===== config.mk =====
export PLATFORM = sky130hd
export DESIGN_NAME = adc_link_top
export DESIGN_NICKNAME = d
export VERILOG_FILES = /design/src/adc_link_pkg.sv /design/src/adc_sampler.sv /design/src/uart_rx.sv /design/src/uart_tx.sv /design/src/link_controller.sv /design/src/adc_link_top.sv
export SDC_FILE = /design/constraint.sdc
export NUM_CORES = 1
export LEC_CHECK = 0
export BUFFER_PORTS_ARGS = -buffer_cell sky130_fd_sc_hd__buf_2
export CAP_MARGIN = 20
export CORE_UTILIZATION = 35
export DETAILED_ROUTE_END_ITERATION = 8
export GPL_TIMING_DRIVEN = 1
export PLACE_DENSITY = 0.51
export SLEW_MARGIN = 20
export SYNTH_ARGS = -nofsm -noshare
export SYNTH_HDL_FRONTEND = slang
export SYNTH_SLANG_ARGS = --single-unit

===== constraint.sdc =====
create_clock -name clk -period 2 [get_ports clk]
set_input_delay 0.3 -clock clk [delete_from_list [all_inputs] [get_ports clk]]
set_output_delay 0.3 -clock clk [all_outputs]
set_load 0.005 [all_outputs]

===== src/adc_link_pkg.sv =====
// adc link package with sample format, host opcodes, reply bytes and controller states
package adc_link_pkg;

    // serial adc frame
    localparam int SAMPLE_W       = 10;
    localparam int ADC_FRAME_LEN  = 16;  // sclk periods with cs low
    localparam int ADC_DATA_FIRST = 4;   // data in periods 4..13, msb first

    // host command opcodes
    typedef enum logic [7:0] {
        CMD_PING   = 8'h50,  // 'P'
        CMD_SAMPLE = 8'h53   // 'S'
    } cmd_t;

    localparam logic [7:0] REPLY_HEADER = 8'h41;  // 'A', leads every reply
    localparam logic [2:0] PREFIX_LO    = 3'b100;
    localparam logic [2:0] PREFIX_HI    = 3'b110;

    // reply sequencer states
    typedef enum logic [2:0] {
        IDLE,
        SEND_HDR,
        SEND_LO,
        SEND_HI,
        WAIT_TX
    } ctrl_state_t;

endpackage


===== src/adc_sampler.sv =====
// adc sampler that drives chip select and serial clock and shifts in one sample per frame
`timescale 1ns/10ps

module adc_sampler #(
    parameter int SCLK_HALF = 7
) (
    input  logic                              clk,
    input  logic                              arst_n,
    input  logic                              adc_sdata,
    output logic                              adc_cs_n,
    output logic                              adc_sclk,
    output logic [adc_link_pkg::SAMPLE_W-1:0] sample,
    output logic                              sample_valid
);
    import adc_link_pkg::*;

    localparam int HW          = (SCLK_HALF > 1) ? $clog2(SCLK_HALF) : 1;
    localparam int NUM_PERIODS = ADC_FRAME_LEN + 2;  // frame plus idle gap
    localparam int PW          = $clog2(NUM_PERIODS);

    localparam logic [HW-1:0] HALF_LAST   = HW'(SCLK_HALF - 1);
    localparam logic [PW-1:0] PERIOD_LAST = PW'(NUM_PERIODS - 1);
    localparam logic [PW-1:0] FRAME_LEN   = PW'(ADC_FRAME_LEN);
    localparam logic [PW-1:0] DATA_FIRST  = PW'(ADC_DATA_FIRST);
    localparam logic [PW-1:0] DATA_LAST   = PW'(ADC_DATA_FIRST + SAMPLE_W - 1);

    logic [HW-1:0]       half_cnt;
    logic                second_half;  // high half of the sclk period
    logic [PW-1:0]       period;
    logic                half_tick;
    logic                in_frame;
    logic                capture;
    logic                last_capture;
    logic [SAMPLE_W-2:0] shift_q;

    assign half_tick = (half_cnt == HALF_LAST);
    assign in_frame  = (period < FRAME_LEN);

    // sclk rises on the edge that ends the low half
    assign capture      = half_tick && !second_half && in_frame
                          && (period >= DATA_FIRST) && (period <= DATA_LAST);
    assign last_capture = capture && (period == DATA_LAST);

    assign adc_cs_n = !in_frame;
    assign adc_sclk = !(in_frame && !second_half);  // parks high outside the frame

    // half-period divider and period counter
    always_ff @(posedge clk or negedge arst_n) begin
        if (!arst_n) begin
            half_cnt    <= '0;
            second_half <= 1'b0;
            period      <= FRAME_LEN;  // begin in the idle gap
        end else if (half_tick) begin
            half_cnt    <= '0;
            second_half <= !second_half;
            if (second_half) begin
                period <= (period == PERIOD_LAST) ? '0 : period + 1'b1;
            end
        end else begin
            half_cnt <= half_cnt + 1'b1;
        end
    end

    // msb first capture
    always_ff @(posedge clk) begin
        if (capture) begin
            shift_q <= {shift_q[SAMPLE_W-3:0], adc_sdata};
        end
        if (last_capture) begin
            sample <= {shift_q, adc_sdata};
        end
    end

    always_ff @(posedge clk or negedge arst_n) begin
        if (!arst_n) begin
            sample_valid <= 1'b0;
        end else begin
            sample_valid <= last_capture;  // lines up with the new sample
        end
    end

endmodule


===== src/uart_rx.sv =====
// uart receiver for 8n1 bytes with mid-bit sampling and stop-bit check
`timescale 1ns/10ps

module uart_rx #(
    parameter int CLKS_PER_BIT = 868
) (
    input  logic       clk,
    input  logic       arst_n,
    input  logic       uart_rxd,
    output logic [7:0] rx_data,
    output logic       rx_valid
);

    localparam int CW = $clog2(CLKS_PER_BIT + 1);

    localparam logic [CW-1:0] BIT_LAST  = CW'(CLKS_PER_BIT - 1);
    localparam logic [CW-1:0] HALF_LAST = CW'(CLKS_PER_BIT / 2 - 1);

    typedef enum logic [1:0] {
        RX_IDLE,
        RX_START,
        RX_DATA,
        RX_STOP
    } rx_state_t;

    rx_state_t     state;
    logic [CW-1:0] clk_cnt;
    logic [2:0]    bit_idx;
    logic          rxd_meta;
    logic          rxd_sync;
    logic          rxd_prev;
    logic [7:0]    shift_q;
    logic          sample_now;

    // two flop synchronizer plus one flop of history for the start edge
    always_ff @(posedge clk or negedge arst_n) begin
        if (!arst_n) begin
            rxd_meta <= 1'b1;
            rxd_sync <= 1'b1;
            rxd_prev <= 1'b1;
        end else begin
            rxd_meta <= uart_rxd;
            rxd_sync <= rxd_meta;
            rxd_prev <= rxd_sync;
        end
    end

    // half a bit into the start bit, then whole bits
    assign sample_now = (state == RX_START) ? (clk_cnt == HALF_LAST) : (clk_cnt == BIT_LAST);

    always_ff @(posedge clk or negedge arst_n) begin
        if (!arst_n) begin
            state    <= RX_IDLE;
            clk_cnt  <= '0;
            bit_idx  <= '0;
            rx_valid <= 1'b0;
        end else begin
            rx_valid <= 1'b0;
            clk_cnt  <= sample_now ? '0 : clk_cnt + 1'b1;
            case (state)
                RX_IDLE: begin
                    clk_cnt <= '0;
                    bit_idx <= '0;
                    if (rxd_prev && !rxd_sync) begin
                        state <= RX_START;
                    end
                end
                RX_START: begin
                    if (sample_now) begin
                        state <= rxd_sync ? RX_IDLE : RX_DATA;  // glitch rejected
                    end
                end
                RX_DATA: begin
                    if (sample_now) begin
                        bit_idx <= bit_idx + 1'b1;
                        if (bit_idx == 3'd7) begin
                            state <= RX_STOP;
                        end
                    end
                end
                default: begin
                    if (sample_now) begin
                        rx_valid <= rxd_sync;  // framing error drops the byte
                        state    <= RX_IDLE;
                    end
                end
            endcase
        end
    end

    // lsb arrives first
    always_ff @(posedge clk) begin
        if (state == RX_DATA && sample_now) begin
            shift_q <= {rxd_sync, shift_q[7:1]};
        end
    end

    assign rx_data = shift_q;

endmodule


===== src/uart_tx.sv =====
// uart transmitter sending one 8n1 byte per start pulse
`timescale 1ns/10ps

module uart_tx #(
    parameter int CLKS_PER_BIT = 868
) (
    input  logic       clk,
    input  logic       arst_n,
    input  logic [7:0] tx_data,
    input  logic       tx_start,
    output logic       uart_txd,
    output logic       tx_busy
);

    localparam int CW = $clog2(CLKS_PER_BIT + 1);

    localparam logic [CW-1:0] BIT_LAST = CW'(CLKS_PER_BIT - 1);

    typedef enum logic {
        TX_IDLE,
        TX_SHIFT
    } tx_state_t;

    tx_state_t     state;
    logic [CW-1:0] clk_cnt;
    logic [3:0]    bit_idx;
    logic [9:0]    frame_q;  // stop, data, start
    logic          bit_done;

    assign bit_done = (clk_cnt == BIT_LAST);
    assign tx_busy  = (state == TX_SHIFT);
    assign uart_txd = (state == TX_SHIFT) ? frame_q[0] : 1'b1;

    always_ff @(posedge clk or negedge arst_n) begin
        if (!arst_n) begin
            state   <= TX_IDLE;
            clk_cnt <= '0;
            bit_idx <= '0;
        end else if (state == TX_IDLE) begin
            clk_cnt <= '0;
            bit_idx <= '0;
            if (tx_start) begin
                state <= TX_SHIFT;
            end
        end else if (bit_done) begin
            clk_cnt <= '0;
            bit_idx <= bit_idx + 1'b1;
            if (bit_idx == 4'd9) begin
                state <= TX_IDLE;  // end of stop bit
            end
        end else begin
            clk_cnt <= clk_cnt + 1'b1;
        end
    end

    always_ff @(posedge clk) begin
        if (state == TX_IDLE && tx_start) begin
            frame_q <= {1'b1, tx_data, 1'b0};
        end else if (state == TX_SHIFT && bit_done) begin
            frame_q <= {1'b1, frame_q[9:1]};
        end
    end

endmodule


===== src/link_controller.sv =====
// link controller that buffers samples, decodes host commands and sequences reply bytes
`timescale 1ns/10ps

module link_controller (
    input  logic                              clk,
    input  logic                              arst_n,
    input  logic [adc_link_pkg::SAMPLE_W-1:0] sample,
    input  logic                              sample_valid,
    input  logic [7:0]                        rx_data,
    input  logic                              rx_valid,
    input  logic                              tx_busy,
    output logic [7:0]                        tx_data,
    output logic                              tx_start
);
    import adc_link_pkg::*;

    localparam int LO_W = SAMPLE_W / 2;  // bits per reply half

    ctrl_state_t         state;
    ctrl_state_t         next_send;  // where WAIT_TX goes once the byte is out
    logic [SAMPLE_W-1:0] sample_buf;
    logic [SAMPLE_W-1:0] reply_q;

    // latest conversion
    always_ff @(posedge clk) begin
        if (sample_valid) begin
            sample_buf <= sample;
        end
    end

    // freeze the value for the whole reply
    always_ff @(posedge clk) begin
        if (state == IDLE && rx_valid) begin
            reply_q <= sample_buf;
        end
    end

    always_ff @(posedge clk or negedge arst_n) begin
        if (!arst_n) begin
            state     <= IDLE;
            next_send <= IDLE;
        end else begin
            case (state)
                IDLE: begin
                    if (rx_valid) begin
                        case (cmd_t'(rx_data))
                            CMD_SAMPLE: begin
                                state     <= SEND_HDR;
                                next_send <= SEND_LO;
                            end
                            CMD_PING: begin
                                state     <= SEND_HDR;
                                next_send <= IDLE;  // header only
                            end
                            default: state <= IDLE;
                        endcase
                    end
                end
                SEND_HDR: state <= WAIT_TX;
                SEND_LO: begin
                    state     <= WAIT_TX;
                    next_send <= SEND_HI;
                end
                SEND_HI: begin
                    state     <= WAIT_TX;
                    next_send <= IDLE;
                end
                default: begin
                    if (!tx_busy) begin
                        state <= next_send;
                    end
                end
            endcase
        end
    end

    // one start pulse per send state, tx is idle by then
    assign tx_start = (state == SEND_HDR) || (state == SEND_LO) || (state == SEND_HI);

    always_comb begin
        case (state)
            SEND_LO: tx_data = {PREFIX_LO, reply_q[LO_W-1:0]};
            SEND_HI: tx_data = {PREFIX_HI, reply_q[SAMPLE_W-1:LO_W]};
            default: tx_data = REPLY_HEADER;
        endcase
    end

endmodule


===== src/adc_link_top.sv =====
// adc link top joining the adc sampler, uart receiver, link controller and uart transmitter
`timescale 1ns/10ps

module adc_link_top #(
    parameter int CLKS_PER_BIT = 868,
    parameter int SCLK_HALF    = 7
) (
    input  logic clk,
    input  logic arst_n,
    input  logic adc_sdata,
    input  logic uart_rxd,
    output logic adc_cs_n,
    output logic adc_sclk,
    output logic uart_txd
);
    import adc_link_pkg::*;

    logic [SAMPLE_W-1:0] sample;
    logic                sample_valid;
    logic [7:0]          rx_data;
    logic                rx_valid;
    logic [7:0]          tx_data;
    logic                tx_start;
    logic                tx_busy;

    adc_sampler #(
        .SCLK_HALF (SCLK_HALF)
    ) u_adc_sampler (
        .clk          (clk),
        .arst_n       (arst_n),
        .adc_sdata    (adc_sdata),
        .adc_cs_n     (adc_cs_n),
        .adc_sclk     (adc_sclk),
        .sample       (sample),
        .sample_valid (sample_valid)
    );

    uart_rx #(
        .CLKS_PER_BIT (CLKS_PER_BIT)
    ) u_uart_rx (
        .clk      (clk),
        .arst_n   (arst_n),
        .uart_rxd (uart_rxd),
        .rx_data  (rx_data),
        .rx_valid (rx_valid)
    );

    link_controller u_link_controller (
        .clk          (clk),
        .arst_n       (arst_n),
        .sample       (sample),
        .sample_valid (sample_valid),
        .rx_data      (rx_data),
        .rx_valid     (rx_valid),
        .tx_busy      (tx_busy),
        .tx_data      (tx_data),
        .tx_start     (tx_start)
    );

    uart_tx #(
        .CLKS_PER_BIT (CLKS_PER_BIT)
    ) u_uart_tx (
        .clk      (clk),
        .arst_n   (arst_n),
        .tx_data  (tx_data),
        .tx_start (tx_start),
        .uart_txd (uart_txd),
        .tx_busy  (tx_busy)
    );

endmodule


* Word-level counts from Yosys, hierarchy flattened
Index checks and enable logic that the tools add are counted.
W data, S select, Z words.
** Word-level totals
- Latch bits :: 0
- Input port bits :: 4
- Memories kept :: 0
- Memory bits (read-only) :: 0
- Logic and storage cells :: 122
- Memory bits (writable) :: 0
- Output and inout bits :: 3
- Flip-flop bits (word level) :: 106
** Cells by class
- Bitwise operators :: 1
- $add $sub $neg :: 6
- Equal/unequal tests :: 23
- Shifts and indexed selects :: 0
- Magnitude comparators :: 3
- Reductions and logical operators :: 31
- Multiplexer cells :: 35
- $mul :: 0
- Divide/modulo/power cells :: 0
** Operators by type and width (count)
- $mux W10 :: 4
- $add A10 B1 Y10 const B :: 2
- $eq A10 B10 Y1 const B :: 2
- $mux W9 :: 2
- $pmux W3 S2 :: 3
- $eq A8 B7 Y1 const B :: 2
- $pmux W8 S2 :: 1
- $mux W3 :: 5
- $mux W2 :: 6
- $logic_and A1 B1 Y1 :: 11
- $eq A10 B9 Y1 const B :: 1
- $mux W1 :: 9
- $pmux W3 S3 :: 1
- $mux W4 :: 2
- $ne A2 B1 Y1 const B :: 4
- $add A3 B1 Y3 const B :: 2
- $eq A3 B2 Y1 const B :: 2
- $eq A3 B3 Y1 const B :: 2
- $ne A3 B3 Y1 const B :: 2
- $pmux W2 S3 :: 1
- $reduce_and A2 Y1 :: 3
- $reduce_bool A2 Y1 :: 3
- $reduce_or A3 Y1 :: 2
- $add A5 B1 Y5 const B :: 1
- 21 further kinds :: 26

* Depth between registers and ports, before layout
- Depth in word-level cells :: 6
- Depth in mapped cells :: 7
- Depth with buffers taken out :: 6

* Hierarchy
A second synthesis with hierarchy kept.
** Unflattened totals
- Cells, all modules :: 324
- Area, all modules :: 4384.2 sq um
** By module, submodules not included
- uart_rx :: times used 1, area each 1174.9 sq um, cells each 95, sequential area each 719.4 sq um
- uart_tx :: times used 1, area each 1132.3 sq um, cells each 98, sequential area each 635.6 sq um
- adc_sampler :: times used 1, area each 1059.8 sq um, cells each 63, sequential area each 822.0 sq um
- link_controller :: times used 1, area each 1017.2 sq um, cells each 68, sequential area each 725.7 sq um

* Worst setup path after synthesis
Ideal clock, no wire load.
- Kind :: reg2reg
- Start :: reg u_link_controller.state[0]
- End :: reg u_link_controller.reply_q[0], enable pin
- Library setup time :: 0.407 ns
- Arrival :: 1.795 ns
- Slack :: -0.202 ns
- Data required time :: 1.593 ns
- Path buffers :: 1
- Clock period less this slack :: 2.202 ns
- Cell stages (with the launch flop) :: 3
- Path through :: dfrtp_1 > buf_1 > nor4b_1
** Between the ends
- Cells in the longest elaborated chain, start to end :: 2
** Ends and longest elaborated chain
- start, declared :: line link_controller.sv:19 : ctrl_state_t state;
- start signal, assigned :: line link_controller.sv:70 : state <= next_send;
- $logic_not A3 Y1 :: line link_controller.sv:33 : if (state == IDLE && rx_valid) begin
- $logic_and A1 B1 Y1 :: line link_controller.sv:33
- end signal, assigned :: line link_controller.sv:34 : reply_q <= sample_buf;
- end, declared :: line link_controller.sv:22 : logic [SAMPLE_W-1:0] reply_q;
No other way between the ends.
A chain may end at the register's enable or synchronous reset.

* Final worst setup path
- Start :: reg u_uart_rx.shift_q[7] (netlist: u_uart_rx.rx_data[7])
- End :: reg u_link_controller.next_send[1]
** Between the ends
- Cells in the longest elaborated chain, start to end :: 4
- Elaborated cells between the ends (all ways) :: 7
- Those cells by class :: eq/ne: 3; mux: 3; reduce/logical: 1
** Ends and longest elaborated chain
- start, declared :: line uart_rx.sv:32 : logic [7:0] shift_q;
- start signal, assigned :: line uart_rx.sv:94 : shift_q <= {rxd_sync, shift_q[7:1]};
- $eq A8 B7 Y1 :: line link_controller.sv:46 : case (cmd_t'(rx_data))
- $pmux W3 S2 :: line link_controller.sv:46
- $mux W3 :: line link_controller.sv:45 : if (rx_valid) begin
- $pmux W3 S3 :: line link_controller.sv:43 : case (state)
- end signal, assigned :: line link_controller.sv:41 : next_send <= IDLE;
- end signal, assigned :: line link_controller.sv:49 : next_send <= SEND_LO;
- end signal, assigned :: line link_controller.sv:53 : next_send <= IDLE;
- end, declared :: line link_controller.sv:20 : ctrl_state_t next_send;
Parallel ways exist; a longest one is shown, timed or not. The select of a mux whose other input is x is not followed.

==> results.txt <==
- Result of the run: complete, but fails checks
* Violated checks: design-rule violations
* Wire length after detailed routing: 6.413 mm
* Synth Net Count: 337
- Hold slack final: 0.04549 ns
- In the finished design, the share of the clock period the worst path needs comes to 92.94%.
- Number of buffers created by CTS: 9
* Final Slew Violations: 0
- The region available for standard cell placement spans 0.01161 mm².
- Entering global routing, the biggest net connects 28 pins.
- Clock skew on the completed layout was measured at 0.008085 ns.
- The number of antenna violations at the first check in global routing is 0.
- For this run, the slowest stage of the critical path takes 0.47 ns.
* Worst supply voltage drop on vdd: 0.7071 mV
* Via count of the first global-routing pass: 2371
- Ant. Diodes: 0
- The die covers 0.01259 mm².
- Top FF cell, synth: sky130_fd_sc_hd__edfxtp_1
- After clock tree synthesis, the clock-pin slew on the worst setup and hold paths is 0.07 ns.
- Walking the worst path, the cells encountered are nand4b_1, or4_4, or4_1, a221o_1.
- Sorting the synthesized cells by area gives the leading types as sky130_fd_sc_hd__edfxtp_1, sky130_fd_sc_hd__dfrtp_1, sky130_fd_sc_hd__nor2_1.
- CP endpoint kind: flip-flop
* DIE WIDTH: 112.2 µm
- After routing the design area is 0.004878 mm².
- Initial DRC count: 87
* Max Fclk: 538.0 MHz
* Post-place instance area: 0.004557 mm²
- The detail route stage leaves a number of antenna-violating nets equal to 0.
* Average cell area after synthesis: 13.12 µm²
- Endpoints failing setup: 0
- Hold worst-path end: u_uart_rx.rxd_meta$_DFF_PN1_
- Flop2flop setup slack: 0.14 ns
* Count of TritonRoute iterations in the first routing pass: 6
- STA classifies the critical path startpoint as a flip-flop.
* Standby leakage power: 1.814 nW
* # IOs: 7
- CP max-delay cell: sky130_fd_sc_hd__or4_1
* Depth of the worst hold-timing path: 1
* H-tree Lvls: 3
* Gate count after technology mapping: 324
- Synthesis-to-layout area growth: 14.74%
- CP required: 2.24 ns
- Warnings, synthesis: 0
- Nets: 362
- In the post-route analysis, the smallest setup slack over all paths is 0.1411 ns.
* TritonCTS clock tree: yes
- At the placement stage, the worst setup path has a slack of 0.1445 ns.
- For this design, the sink count on the clock tree is 105.
* Count of standard-cell rows: 39
* Worst-skew pair later-pin latency: 0.35 ns
* Total routing usage reported by global routing: 11.70%
- For the pin with the worst max-slew slack, the measured transition is 0.6507 ns.
- Max-cap violations in this run came to 0.
* Clock Tree Buf Depth: 2
- The synthesized design devotes to its leading area cell type 38.85% of total area.
- For this run, asynchronously set or reset flops after synthesis account for 46.67%.
- Critical path arrival: 2.10 ns
- Endpoint of the worst register-to-register path: u_link_controller.next_send[1]$_DFFE_PN0P_
- Across all layers, the routed design uses 2408 vias.
- Wire length of the first global-routing pass: 11.25 mm
- After detailed routing, the number of remaining DRC violations is 1.
- The tree is rooted in a sky130_fd_sc_hd__clkbuf_16.
- The path class of the tightest hold or removal check is in2reg.
* HPWL reported at the end of detailed placement: 4.423 mm
- Sequential elements use 68.28% of the synthesized area.
- Post-detailed-route via-to-cell ratio: 4.845
- In this run, synthesis produced a sequential element count of 105.
- The worst register-to-register path begins at u_uart_rx.rx_data[7]$_DFFE_PP_.
* Share of layout cells above drive strength 1: 14.41%
- Count of endpoints failing hold in the final timing report: 0
- Count of flip-flops with a built-in enable after synthesis: 55
* Cell area after synthesis: 0.004252 mm²
- Setup repair after global routing left no endpoint under its margin.
- Kind of cell adding the most delay to the critical path: simple AND/OR/NAND/NOR gates
* Worst-case reg-to-reg path depth: 4
- Yosys cell types: 47
* Number of port buffers: 6
- In the final timing run, aggregate negative setup slack is 0 ns.
* Biggest area consumer among synthesized cells: sky130_fd_sc_hd__edfxtp_1
- The worst hold path begins at uart_rxd.
- CP Buf/Inv Count: 0
- Y dimension of the die: 112.2 µm
- Average wire length per cell after detail routing: 12.90 µm
- Routability-driven placement congestion ratio: 0.7422
- Gr ovfl total: 0
- Dividing total power by cell area gives a power density of 910.5 mW/mm².
- The clock period could shrink to 1.859 ns.
- Initial core utilization: 36.61%
* Crit path max fanout: 3
- Category of the most critical setup path: reg2reg
- The number of setup buffers added after CTS is 0.
* Remaining max-slew budget at the tightest pin: 56.46%
==> sequential cells by signal (all words and copies together) (netlist names), 4 cells and up <==
name and cells:
u_adc_sampler.sample 10, u_link_controller.reply_q 10, u_link_controller.sample_buf 10, u_uart_rx.clk_cnt 10, u_uart_tx.clk_cnt 10, u_adc_sampler.shift_q 9
u_uart_tx.frame_q 9, u_uart_rx.rx_data 8, u_adc_sampler.period 5, u_uart_tx.bit_idx 4
==> power breakdown <==
group | switching (mW) | internal (mW) | leakage, nW | total (mW)
clock network | 0.836 | 0.924 | 0.149 | 1.76
registers | 0.0598 | 2.33 | 1.12 | 2.39
logic | 0.146 | 0.143 | 0.541 | 0.289
==> metrics by stage <==
stage | total power, mW | std cells | utilization [%]
3_5_place_dp | 2.729 | 480 | 39.24
6_report | 4.442 | 497 | 42.01
3_3_place_gp | 2.719 | 480 | 39.24
4_1_cts | 4.514 | 497 | 41.97
2_1_floorplan | 2.594 | 324 | -
5_1_grt | 4.641 | 497 | 42.01
==> Yosys cell counts, types with 2 or more instances <==
| cell | instances |
|---|---|
| sky130_fd_sc_hd__edfxtp_1 | 55 |
| sky130_fd_sc_hd__dfrtp_1 | 45 |
| sky130_fd_sc_hd__nor2_1 | 32 |
| sky130_fd_sc_hd__nand2_1 | 27 |
| sky130_fd_sc_hd__nor3_1 | 18 |
| sky130_fd_sc_hd__nand3_1 | 13 |
| sky130_fd_sc_hd__xnor2_1 | 12 |
| sky130_fd_sc_hd__inv_1 | 10 |
| sky130_fd_sc_hd__ha_1 | 9 |
| sky130_fd_sc_hd__o21ai_0 | 9 |
| sky130_fd_sc_hd__xor2_1 | 8 |
| sky130_fd_sc_hd__mux2i_1 | 7 |
| sky130_fd_sc_hd__and3_1 | 6 |
| sky130_fd_sc_hd__clkbuf_1 | 6 |
| sky130_fd_sc_hd__a21oi_1 | 4 |
| sky130_fd_sc_hd__dfstp_2 | 4 |
| sky130_fd_sc_hd__nand2b_1 | 4 |
| sky130_fd_sc_hd__nor2b_1 | 4 |
| sky130_fd_sc_hd__o2111ai_1 | 4 |
| sky130_fd_sc_hd__o211ai_1 | 4 |
| sky130_fd_sc_hd__o2bb2ai_1 | 4 |
| sky130_fd_sc_hd__buf_2 | 3 |
| sky130_fd_sc_hd__nand3b_1 | 3 |
| sky130_fd_sc_hd__nand4_1 | 3 |
| sky130_fd_sc_hd__nor4bb_1 | 3 |
| sky130_fd_sc_hd__a211oi_1 | 2 |
| sky130_fd_sc_hd__a21o_1 | 2 |
| sky130_fd_sc_hd__a22o_1 | 2 |
| sky130_fd_sc_hd__buf_1 | 2 |
| sky130_fd_sc_hd__mux2_2 | 2 |
==> worst max path at each step <==
stage                                         startpoint                                         end  slack, ns  cells past startpoint
after floorplan           u_uart_rx.clk_cnt[7]$_DFF_PN0_              u_uart_rx.rx_data[0]$_DFFE_PP_       0.02                      6
after global placement    u_uart_rx.rx_data[7]$_DFFE_PP_  u_link_controller.next_send[1]$_DFFE_PN0P_       0.15                      4
after detailed placement  u_uart_rx.rx_data[7]$_DFFE_PP_  u_link_controller.next_send[1]$_DFFE_PN0P_       0.14                      4
after CTS                 u_uart_rx.rx_data[7]$_DFFE_PP_  u_link_controller.next_send[1]$_DFFE_PN0P_       0.13                      4
after global routing      u_uart_tx.clk_cnt[0]$_DFF_PN0_              u_uart_tx.frame_q[1]$_DFFE_PP_       0.04                      5
final                     u_uart_rx.rx_data[7]$_DFFE_PP_  u_link_controller.next_send[1]$_DFFE_PN0P_       0.14                      4
==> timing repair <==
item | in CTS | in global routing
hold buffers | 1 | 0
resized for setup | 0 | 2
endpoints found under the setup margin | 0 | 12
hold endpoints to repair | 7 | 0
==> placed cells by master (no fill, tap or decap), types with 2 or more instances in the layout <==
| cell | count |
|---|---|
| sky130_fd_sc_hd__ha_1 | 9 |
| sky130_fd_sc_hd__inv_1 | 10 |
| sky130_fd_sc_hd__xnor2_1 | 12 |
| sky130_fd_sc_hd__mux2_2 | 2 |
| sky130_fd_sc_hd__nand2_1 | 26 |
| sky130_fd_sc_hd__clkbuf_16 | 9 |
| sky130_fd_sc_hd__o2111ai_1 | 4 |
| sky130_fd_sc_hd__a211oi_1 | 2 |
| sky130_fd_sc_hd__edfxtp_1 | 55 |
| sky130_fd_sc_hd__and3_1 | 6 |
| sky130_fd_sc_hd__o2bb2ai_1 | 4 |
| sky130_fd_sc_hd__nand4_1 | 3 |
| sky130_fd_sc_hd__a21oi_1 | 4 |
| sky130_fd_sc_hd__nor2_1 | 32 |
| sky130_fd_sc_hd__nor2b_1 | 4 |
| sky130_fd_sc_hd__o211ai_1 | 4 |
| sky130_fd_sc_hd__buf_4 | 18 |
| sky130_fd_sc_hd__buf_2 | 6 |
| sky130_fd_sc_hd__nand3b_1 | 3 |
| sky130_fd_sc_hd__xor2_1 | 8 |
| sky130_fd_sc_hd__nand2b_1 | 4 |
| sky130_fd_sc_hd__nor4bb_1 | 3 |
| sky130_fd_sc_hd__a21o_1 | 2 |
| sky130_fd_sc_hd__dfrtp_1 | 45 |
| sky130_fd_sc_hd__inv_8 | 4 |
| sky130_fd_sc_hd__o21ai_0 | 9 |
| sky130_fd_sc_hd__nand3_1 | 13 |
| sky130_fd_sc_hd__mux2i_1 | 7 |
| sky130_fd_sc_hd__nor3_1 | 18 |
| sky130_fd_sc_hd__a22o_1 | 2 |
| sky130_fd_sc_hd__dfstp_2 | 4 |
==> routing by layer <==
metal / up-vias / track usage [%] / share of wire [%]
met3: 9 / 4.536 / 4.1
met5: - / 0 / 0
met1: 1149 / 15.42 / 50
met2: 33 / 16.94 / 44
met4: 0 / 5.600 / 2.2
li1: 1217 / - / -
==> cell families after synthesis <==
| logic type | after synthesis | synth area share (%) |
|---|---|---|
| and+or+nand+nor | 122 | 14.48 |
| DFF | 105 | 68.28 |
| AOI/OAI and AO/OA | 38 | 6.357 |
| buffers and inverters | 21 | 1.942 |
| xor gates and xnor gates | 20 | 4.120 |
| muxes | 9 | 2.178 |
| adders and majority gates | 9 | 2.649 |
==> final cells by class <==
class	count	area (µm²)
repair buffers	25	175.2
multi-input cells	198	1276
flip-flops and latches	105	2903
clock buffers	10	239.0
clock inverters	6	68.82
well taps	143	178.9
inverters	10	37.54
fillers	1098	6735
Note: power is estimated with default switching activity, not from simulation.
